$ cat src/verilog/adc_cmd_pkg.sv
package adc_cmd_pkg;

   typedef logic [4:0]  rom_addr_t;    // Byte table address
   typedef logic [7:0]  init_byte_t;   // One serial byte either way
   typedef logic [23:0] rd_word_t;     // Three bytes read back

   // CS5523 read commands
   localparam init_byte_t CMD_READ_CFG = 8'h0B;   // Read configuration register
   localparam init_byte_t CMD_READ_CSR = 8'h0D;   // Read channel-setup registers

   localparam int SCRIPT_LEN = 75;   // Bytes in the power-up script

   // Table address of every script byte in send order
   localparam rom_addr_t SCRIPT_ADDR [SCRIPT_LEN] = '{
      5'd1, 5'd1, 5'd1, 5'd1, 5'd1, 5'd1, 5'd1, 5'd1,    // Port sync fill
      5'd1, 5'd1, 5'd1, 5'd1, 5'd1, 5'd1, 5'd1, 5'd2,    // Then the 0xFE terminator
      5'd3, 5'd4, 5'd4, 5'd6,                            // Reset cycle
      5'd3, 5'd4, 5'd4, 5'd4,                            // Release RS
      5'd7, 5'd4, 5'd4, 5'd4,                            // Read config
      5'd3, 5'd4, 5'd8, 5'd4,                            // Four CSR setups
      5'd7, 5'd4, 5'd4, 5'd4,                            // Read config again
      5'd14, 5'd4, 5'd4, 5'd4, 5'd4, 5'd4, 5'd4,         // Read CSRs
      5'd9, 5'd10, 5'd11, 5'd12, 5'd13, 5'd11,           // CSR write
      5'd9, 5'd10, 5'd11, 5'd12, 5'd13, 5'd11,
      5'd4, 5'd4, 5'd4, 5'd4,                            // Padding
      5'd15, 5'd4, 5'd4, 5'd4,                           // Offset calibration
      5'd16, 5'd4, 5'd4, 5'd4,
      5'd17, 5'd4, 5'd4, 5'd4,
      5'd18, 5'd4, 5'd4, 5'd4
   };

   // Last byte of each frame, bit index is script index
   // Listed from the last frame down to the first
   localparam logic [SCRIPT_LEN-1:0] SCRIPT_LAST = {
      4'b1000, 4'b1000, 4'b1000, 4'b1000,                // Calibrations
      16'h8000,                                          // CSR write
      7'b100_0000,                                       // Read CSRs
      4'b1000, 4'b1000, 4'b1000, 4'b1000, 4'b1000,       // Read back to reset
      16'h8000                                           // Sync
   };

   // Bytes whose MISO data is kept, same bit order as above
   localparam logic [SCRIPT_LEN-1:0] SCRIPT_READ = {
      16'h0000,                                          // Calibrations
      16'h0000,                                          // CSR write
      7'b111_1110,                                       // Two CSR words
      4'b1110, 4'b0000, 4'b1110, 4'b0000, 4'b0000,       // Config read twice
      16'h0000
   };

endpackage

$ cat src/verilog/spi_timing_pkg.sv
package spi_timing_pkg;

   // Counter for sclk half periods and the chip select gap
   typedef logic [2:0] half_cnt_t;

   // clk cycles per sclk half period
   localparam int SCLK_HALF = 4;   // sclk is clk / 8

   // cs_n stays high this long after a frame
   localparam int CS_GAP = 8;

   // Both counts fit in half_cnt_t
   // One byte takes 16 half periods

endpackage

$ cat src/verilog/adc_byte_if.sv
`timescale 1ns/1ns

// One SPI byte transfer between sequencer and byte engine
interface adc_byte_if;

   adc_cmd_pkg::init_byte_t tx_byte;   // Byte to shift out
   logic                    tx_start;  // One cycle launch pulse
   logic                    tx_last;   // Closes the frame after this byte

   adc_cmd_pkg::init_byte_t rx_byte;   // Byte shifted in from miso
   logic                    byte_done; // One cycle, byte finished

   // Sequencer side
   modport master (
      output tx_byte, tx_start, tx_last,
      input  rx_byte, byte_done
   );

   // Byte engine side
   modport slave (
      input  tx_byte, tx_start, tx_last,
      output rx_byte, byte_done
   );

endinterface

$ cat src/verilog/initialize_bus_control.sv
`timescale 1ns/1ns

// Byte table for the CS5523 power-up script
module initialize_bus_control (
   input  adc_cmd_pkg::rom_addr_t  addr,      // Script table address
   output adc_cmd_pkg::init_byte_t data_init  // Byte sent for that address
);

   always_comb
   begin
      case (addr)
         5'h01   : data_init = 8'hFF;   // Port sync fill
         5'h02   : data_init = 8'hFE;   // Sync terminator
         5'h03   : data_init = 8'h03;   // Write config register
         5'h04   : data_init = 8'h00;   // Zero data or read fill
         5'h06   : data_init = 8'h80;   // RS set, starts reset cycle
         5'h07   : data_init = 8'h0B;   // Read config register
         5'h08   : data_init = 8'h30;   // Four CSR setups
         5'h09   : data_init = 8'h05;   // Write CSRs
         5'h0A   : data_init = 8'hB0;   // CSR data
         5'h0B   : data_init = 8'h8B;   // 2.5 V range, unipolar
         5'h0C   : data_init = 8'h10;
         5'h0D   : data_init = 8'hB1;
         5'h0E   : data_init = 8'h0D;   // Read CSRs
         5'h0F   : data_init = 8'h81;   // Offset calibration
         5'h10   : data_init = 8'h82;   // Gain calibration
         5'h11   : data_init = 8'h85;
         5'h12   : data_init = 8'h86;
         default : data_init = 8'h00;   // Address 0, 5 and above 0x12
      endcase
   end

endmodule

$ cat src/verilog/adc_init_sequencer.sv
`timescale 1ns/1ns

// Walks the init script one byte at a time and packs read-back words
module adc_init_sequencer (
   input  logic                    clk,
   input  logic                    rst_n,
   input  logic                    start,      // Launches the script
   output logic                    busy,       // High for the whole run
   output logic                    done,       // One cycle at the end
   output adc_cmd_pkg::rom_addr_t  addr,       // Table address
   input  adc_cmd_pkg::init_byte_t data_init,  // Table byte, same cycle
   output adc_cmd_pkg::rd_word_t   rd_word,    // Read-back word
   output logic                    rd_valid,   // rd_word strobe
   adc_byte_if.master              bus
);

   typedef enum logic [1:0]
   {
      S_IDLE,
      S_SEND,
      S_WAIT,
      S_FINISH
   } seq_state_t;

   seq_state_t state;
   logic [6:0] idx;        // Script position
   logic [1:0] rd_cnt;     // Captured bytes in the current word
   logic       rd_frame;   // Frame opened with a read command
   logic       is_rd_cmd;
   logic       capture;

   // Table lookup for the current byte
   assign addr = adc_cmd_pkg::SCRIPT_ADDR[idx];

   assign bus.tx_byte  = data_init;
   assign bus.tx_start = (state == S_SEND);   // Single cycle, state leaves SEND at once
   assign bus.tx_last  = adc_cmd_pkg::SCRIPT_LAST[idx];

   assign is_rd_cmd = (data_init == adc_cmd_pkg::CMD_READ_CFG) ||
                      (data_init == adc_cmd_pkg::CMD_READ_CSR);

   // Keep the MISO byte only in read frames, after the command
   assign capture = (state == S_WAIT) && bus.byte_done && rd_frame &&
                    adc_cmd_pkg::SCRIPT_READ[idx];

   always_ff @(posedge clk or negedge rst_n)
   begin
      if (!rst_n)
      begin
         state    <= S_IDLE;
         idx      <= '0;
         busy     <= 1'b0;
         done     <= 1'b0;
         rd_valid <= 1'b0;
         rd_cnt   <= '0;
         rd_frame <= 1'b0;
      end
      else
      begin
         // Strobes default low
         done     <= 1'b0;
         rd_valid <= 1'b0;

         case (state)
            S_IDLE:
            begin
               if (start)
               begin
                  busy     <= 1'b1;
                  idx      <= '0;           // Always from the first byte
                  rd_cnt   <= '0;
                  rd_frame <= 1'b0;
                  state    <= S_SEND;
               end
            end

            S_SEND:
            begin
               if (is_rd_cmd)
                  rd_frame <= 1'b1;         // Bytes after this one come back
               state <= S_WAIT;
            end

            S_WAIT:
            begin
               if (bus.byte_done)
               begin
                  // Word complete on the third byte
                  if (capture)
                  begin
                     if (rd_cnt == 2'd2)
                     begin
                        rd_cnt   <= '0;
                        rd_valid <= 1'b1;
                     end
                     else
                        rd_cnt <= rd_cnt + 2'd1;
                  end

                  if (bus.tx_last)
                     rd_frame <= 1'b0;      // Frame closed by the engine

                  if (idx == 7'(adc_cmd_pkg::SCRIPT_LEN - 1))
                     state <= S_FINISH;
                  else
                  begin
                     idx   <= idx + 7'd1;
                     state <= S_SEND;      // tx_start in the cycle after byte_done
                  end
               end
            end

            S_FINISH:
            begin
               done  <= 1'b1;
               busy  <= 1'b0;               // Falls together with done
               state <= S_IDLE;
            end

            default:
               state <= S_IDLE;
         endcase
      end
   end

   // First byte ends up in the high bits
   always_ff @(posedge clk)
   begin
      if (capture)
         rd_word <= {rd_word[15:0], bus.rx_byte};
   end

endmodule

$ cat src/verilog/spi_byte_engine.sv
`timescale 1ns/1ns

// SPI mode 0 byte shifter with chip select framing
module spi_byte_engine (
   input  logic     clk,
   input  logic     rst_n,
   output logic     sclk,    // Idles low
   output logic     cs_n,    // Low across a frame
   output logic     mosi,
   input  logic     miso,
   adc_byte_if.slave bus
);

   typedef enum logic [1:0]
   {
      E_IDLE,
      E_SHIFT,
      E_GAP
   } eng_state_t;

   eng_state_t                state;
   spi_timing_pkg::half_cnt_t half_cnt;   // clk cycles in this half period
   spi_timing_pkg::half_cnt_t gap_cnt;    // cs_n high time after a frame
   logic [3:0]                edge_cnt;   // sclk edges in this byte
   logic                      last_q;     // Byte closes the frame
   adc_cmd_pkg::init_byte_t   tx_shift;
   adc_cmd_pkg::init_byte_t   rx_shift;
   logic                      half_end;
   logic                      gap_end;

   assign half_end = (half_cnt == spi_timing_pkg::half_cnt_t'(spi_timing_pkg::SCLK_HALF - 1));
   assign gap_end  = (gap_cnt == spi_timing_pkg::half_cnt_t'(spi_timing_pkg::CS_GAP - 1));

   assign mosi        = tx_shift[7];   // MSB first
   assign bus.rx_byte = rx_shift;

   always_ff @(posedge clk or negedge rst_n)
   begin
      if (!rst_n)
      begin
         state         <= E_IDLE;
         sclk          <= 1'b0;
         cs_n          <= 1'b1;
         half_cnt      <= '0;
         gap_cnt       <= '0;
         edge_cnt      <= '0;
         last_q        <= 1'b0;
         tx_shift      <= '0;
         bus.byte_done <= 1'b0;
      end
      else
      begin
         bus.byte_done <= 1'b0;

         case (state)
            E_IDLE:
            begin
               if (bus.tx_start)
               begin
                  tx_shift <= bus.tx_byte;   // First bit on mosi before any edge
                  last_q   <= bus.tx_last;
                  cs_n     <= 1'b0;          // No change inside a frame
                  half_cnt <= '0;
                  edge_cnt <= '0;
                  state    <= E_SHIFT;
               end
            end

            E_SHIFT:
            begin
               if (half_end)
               begin
                  half_cnt <= '0;
                  sclk     <= ~sclk;
                  edge_cnt <= edge_cnt + 4'd1;

                  // Falling edge moves the next bit out
                  if (sclk)
                     tx_shift <= {tx_shift[6:0], 1'b0};

                  // Sixteenth edge leaves sclk low
                  if (edge_cnt == 4'd15)
                  begin
                     if (last_q)
                     begin
                        cs_n    <= 1'b1;
                        gap_cnt <= '0;
                        state   <= E_GAP;
                     end
                     else
                     begin
                        bus.byte_done <= 1'b1;
                        state         <= E_IDLE;
                     end
                  end
               end
               else
                  half_cnt <= half_cnt + 3'd1;
            end

            E_GAP:
            begin
               // byte_done held back until the gap has run out
               if (gap_end)
               begin
                  bus.byte_done <= 1'b1;
                  state         <= E_IDLE;
               end
               else
                  gap_cnt <= gap_cnt + 3'd1;
            end

            default:
               state <= E_IDLE;
         endcase
      end
   end

   // miso sampled on rising sclk
   always_ff @(posedge clk)
   begin
      if ((state == E_SHIFT) && half_end && !sclk)
         rx_shift <= {rx_shift[6:0], miso};
   end

endmodule

$ cat src/verilog/adc_init_top.sv
`timescale 1ns/1ns

// CS5523 init controller, table plus sequencer plus SPI engine
module adc_init_top (
   input  logic                  clk,
   input  logic                  rst_n,
   input  logic                  start,      // Run the init script
   input  logic                  miso,
   output logic                  busy,
   output logic                  done,
   output logic                  sclk,
   output logic                  cs_n,
   output logic                  mosi,
   output adc_cmd_pkg::rd_word_t rd_word,    // Config or CSR read-back
   output logic                  rd_valid
);

   adc_cmd_pkg::rom_addr_t  addr;       // Sequencer to table
   adc_cmd_pkg::init_byte_t data_init;  // Table to sequencer

   // Byte handshake between sequencer and engine
   adc_byte_if byte_bus ();

   initialize_bus_control i_table (
      .addr      (addr),
      .data_init (data_init)
   );

   adc_init_sequencer i_seq (
      .clk       (clk),
      .rst_n     (rst_n),
      .start     (start),
      .busy      (busy),
      .done      (done),
      .addr      (addr),
      .data_init (data_init),
      .rd_word   (rd_word),
      .rd_valid  (rd_valid),
      .bus       (byte_bus.master)
   );

   spi_byte_engine i_engine (
      .clk   (clk),
      .rst_n (rst_n),
      .sclk  (sclk),
      .cs_n  (cs_n),
      .mosi  (mosi),
      .miso  (miso),
      .bus   (byte_bus.slave)
   );

endmodule

$ cat config.mk
export PLATFORM = sky130hd
export DESIGN_NAME = adc_init_top
export DESIGN_NICKNAME = d
export VERILOG_FILES = /design/src/verilog/adc_cmd_pkg.sv /design/src/verilog/spi_timing_pkg.sv /design/src/verilog/adc_byte_if.sv /design/src/verilog/initialize_bus_control.sv /design/src/verilog/adc_init_sequencer.sv /design/src/verilog/spi_byte_engine.sv /design/src/verilog/adc_init_top.sv
export SDC_FILE = /design/constraint.sdc
export NUM_CORES = 1
export LEC_CHECK = 0
export BUFFER_PORTS_ARGS = -buffer_cell sky130_fd_sc_hd__buf_4
export CAP_MARGIN = 40
export CORE_ASPECT_RATIO = 1.5
export CORE_MARGIN = 2
export CORE_UTILIZATION = 59
export CTS_CLUSTER_SIZE = 16
export DETAILED_ROUTE_END_ITERATION = 10
export PLACE_DENSITY_LB_ADDON = 0.1
export SLEW_MARGIN = 5
export SYNTH_ARGS = -nofsm -noshare
export SYNTH_HDL_FRONTEND = slang
export SYNTH_SLANG_ARGS = --single-unit
export TNS_END_PERCENT = 100
$ cat constraint.sdc
create_clock -name clk -period 4.18 [get_ports clk]
set_input_delay 0 -clock clk [delete_from_list [all_inputs] [get_ports clk]]
set_output_delay 0 -clock clk [all_outputs]
set_load 0.01 [all_outputs]
==> results.md <==
* Initial antenna violation count at 0
* Crit path kind: reg2reg
* Crit-path max FO at 7
* Async S/R FF share, synth at between 50% and 60%
* Sequential-to-total area share from yosys stat at about half
* Clock share of power at 25.8%
* Leakage power at 1.75 nW
* Routed WL per cell at roughly 16 um
* CP required at between 4000 and 5000 ps
* Final setup fails at 0
* # diodes at 0
* 1st-pass router iterations at 4
* Sequential cell area at 1940 um^2
* Starting Density at 59.8%
* RD Place Congestion at approximately 0.9
* CP startpoint kind: register
* Die area at approximately 7000 um^2
* Layout cells sized above 1 at between 15 and 20%
* Post-CTS sizing at 0
* Slew HR at 47.9%
* PwrDens at around 480 nW/um^2
* First-pass GRT wire length at 12900 um
* Clock root buffer: clkbuf_8
* Hold Buf Count CTS at 2
* DR DRC count at 0
* IO Port Bufs at 33
* Hold crit path type: in2async
* 1st-iter DRT viols at roughly 210
* CP Capture Type: register
* Yosys synthesis warning count at 0
* Slowest CP cell: dfrtp_1
* Max Slew Vio Count at 0
* Finished Layout Cells at roughly 480
* Total GRT Usage at 23.2%
* R2R cell count at 16
* Fill cells at 499
* Sequential share of power at between 40 and 50%
* Final Skew at 6.17 ps
* Mapped Nets at 395
* Placed cells at around 470
* R2R Setup Slk at about 680 ps
* Met1 GRT Util at 27.1%
* Ordered list of cells on the worst path: inv_1, ha_1, or2_2, a21oi_1, o32a_1, nand2_1, nor2_1, a21oi_1, inv_1, ha_1, inv_1, o211ai_1, o221ai_1, a32oi_1, xnor2_1, o41ai_2
* DIE WIDTH at ~70 um
* Vias in the first global route at between 2000 and 3000
* FF+latch count, synth at 71
* Worst-Skew Late Latency at 350 ps
* FP Rows at 36
* Post-synthesis average cell area at approximately 10 um^2
* Net Sw Frac at 34.6%
* Clk slew on worst S/H paths at 70 ps
* Count of final hold-check violations at 0
* Area of the multi-input gates at 1730 um^2
* GR Overflow Total at 0
* CTS tree: yes
* Fmax at about 290 MHz
* Post-route setup TNS at 0 ps
* Post-CTS Setup Bufs at 0
* R2r endpoint: i_seq.rd_frame
* Cell Area, Synth at 3830 um^2
* Max Cap Violations at 0
* Internal Pwr Total at roughly 1.4 mW
* Period utilization at roughly 84%
* Routed WL at roughly 8000 um
* CP peak stage delay at ~440 ps
* GR peak layer: met2
* Ys flop type: dfrtp_1
* Met3 Resource Use GR at just under 6%
* Clk sinks at ~70
* H-tree depth at 3
* Area delta synth->final at 12.9%
* Post-route minimum period at about 3500 ps
* Psw at around 0.71 mW
* Post-synth cell types at between 50 and 60
* Core area at approximately 6400 um^2
* Worst VDD drop at between 0.2 and 0.3 mV
* CP arrival at 3740 ps
* Largest net degree at the start of global routing at 40
* Met2 Track Usage GR at 40.3%
* Hold_ws at ~150 ps
* Dpl hpwl at between 5000 and 6000 um
* Slew of the pin with the lowest slew margin at 779 ps
* Die Span Y at roughly 100 um
* EDFF count, synth at 32
* IO Count at 34
* Unrepaired setup endpoints after global routing: no
* Clock buffer depth at 2
* Post-route ant nets at 0
* Via count at between 2000 and 3000
* Nets@finish at ~430
* CP most frequent cell: inv_1
* Combinational fraction of design power at between 20 and 30%
* Number of CTS-inserted buffers at 9
* Drt via density at 5.89
* RR Startpoint: i_seq.idx[0]
* Status: completed
* Cells after Synth at ~370
## sequential cells by signal, indices dropped and copies added, names as in the netlist, 2 cells and up
signal	count
i_engine.tx_shift	8
i_engine.bus.rx_byte	8
i_seq.state	2
i_seq.idx	7
i_engine.edge_cnt	4
i_engine.state	2
i_seq.rd_word	24
i_seq.rd_cnt	2
i_engine.gap_cnt	3
i_engine.half_cnt	3
## cell usage in the layout (no fill, tap or decap), drive strengths merged, types with 10 or more instances in the layout
| master | Yosys | layout |
|---|---|---|
| nand2 | 45 | 45 |
| dfrtp | 38 | 38 |
| buf | 7 | 36 |
| edfxtp | 32 | 32 |
| nor2 | 29 | 29 |
| ha | 22 | 22 |
| inv | 21 | 22 |
| o21ai | 22 | 22 |
| a21oi | 12 | 12 |
| nand3 | 10 | 10 |
| a31oi | 10 | 10 |
| clkbuf | 9 | 10 |
## worst max-delay path, delay by kind of cell (launching register included)
| kind | cells | cell delay (ps) |
|---|---|---|
| adder cells (fa/ha/maj) | 2 | 600 |
| buffers and inverters | 3 | 430 |
| AND/OR/NAND/NOR | 3 | 320 |
| flip-flops | 1 | 440 |
| XOR/XNOR | 1 | 160 |
| AO/OA/AOI/OAI | 7 | 1460 |
## final cells by class
cell class                      count  area share [%]
Multi-Input combinational cell    261            40.1
Sequential cell                    71            44.8
Clock inverter                      6            1.42
Timing Repair Buffer               38            6.66
Clock buffer                       10            2.95
Tap cell                           76            2.20
Inverter                           21            1.82
## stage by stage
step | setup WS (ps) | cell area (um^2) | power, mW | utilization (%)
2_1_floorplan | 1130 | 3830 | 1.36 | -
3_3_place_gp | 834 | 4110 | 1.52 | 64.2
3_5_place_dp | 747 | 4110 | 1.54 | 64.3
4_1_cts | 705 | 4320 | 2.07 | 67.6
5_1_grt | 401 | 4320 | 2.21 | 67.6
6_report | 679 | 4320 | 2.06 | 67.6
## logic make-up (layout without fill, tap and decap cells)
logic type / count (synthesis) / after routing / share of synthesized area, %
AO/OA/AOI/OAI: 91 / 91 / 16.9
XOR/XNOR: 6 / 6 / 1.37
adder cells (fa/ha/maj): 22 / 22 / 7.19
buffers and inverters: 37 / 75 / 4.09
flip-flops: 71 / 71 / 50.6
multiplexers: 10 / 10 / 2.88
AND/OR/NAND/NOR: 132 / 132 / 16.9
## worst max-delay path by stage
| stage | end | cells past startpoint | from | slack, ps |
|---|---|---|---|---|
| after floorplan | i_engine.tx_shift[2] | 13 | i_seq.idx[1] | 1130 |
| after global placement | i_seq.rd_frame | 16 | i_seq.idx[0] | 830 |
| after detailed placement | i_seq.rd_frame | 16 | i_seq.idx[0] | 750 |
| final | i_seq.rd_frame | 16 | i_seq.idx[0] | 680 |
| after CTS | i_seq.rd_frame | 16 | i_seq.idx[0] | 710 |
| after global routing | i_seq.rd_frame | 15 | i_seq.idx[1] | 400 |
## routing by layer
layer | vias up | wire [um]
li1 | 1412 | -
met1 | 1353 | 3350
met2 | 65 | 4090
met3 | 17 | 274
met4 | 0 | 189
met5 | - | 0
## power by group through the flow
stage,Sequential (mW),Combinational [mW],Clock [mW]
finish,0.913,0.616,0.533
global route,0.930,0.701,0.575
floorplan,0.914,0.450,0
detailed placement,0.927,0.612,0
CTS,0.913,0.618,0.542
global placement,0.922,0.596,0
## cell usage after synthesis (all sizes together) (2+ instances only)
library cell  count  share of area (%)
a211o             2               0.46
a211oi            2               0.39
a21o              2               0.39
a21oi            12                1.6
a22o              5                1.1
a31oi            10                1.6
a32o              2               0.52
and2              2               0.33
and3              2               0.33
buf               7                1.1
clkbuf            9               0.88
dfrtp            38                 25
edfxtp           32                 25
ha               22                7.2
inv              21                2.1
mux2              8                2.4
mux2i             2               0.52
nand2            45                4.4
nand2b            8                1.3
nand3            10                1.3
nand3b            3               0.59
nand4             5               0.82
nor2             29                2.8
nor2b             9                1.5
nor3              5               0.65
nor3b             2               0.39
nor4b             2               0.46
o2111ai           2               0.46
o211ai            9                1.8
o21a              3               0.59
o21ai            22                3.0
o221ai            4               0.92
o31ai             3               0.59
o32a              2               0.52
or2               3               0.49
xnor2             6                1.4
Power figures use the tool's default switching activity.
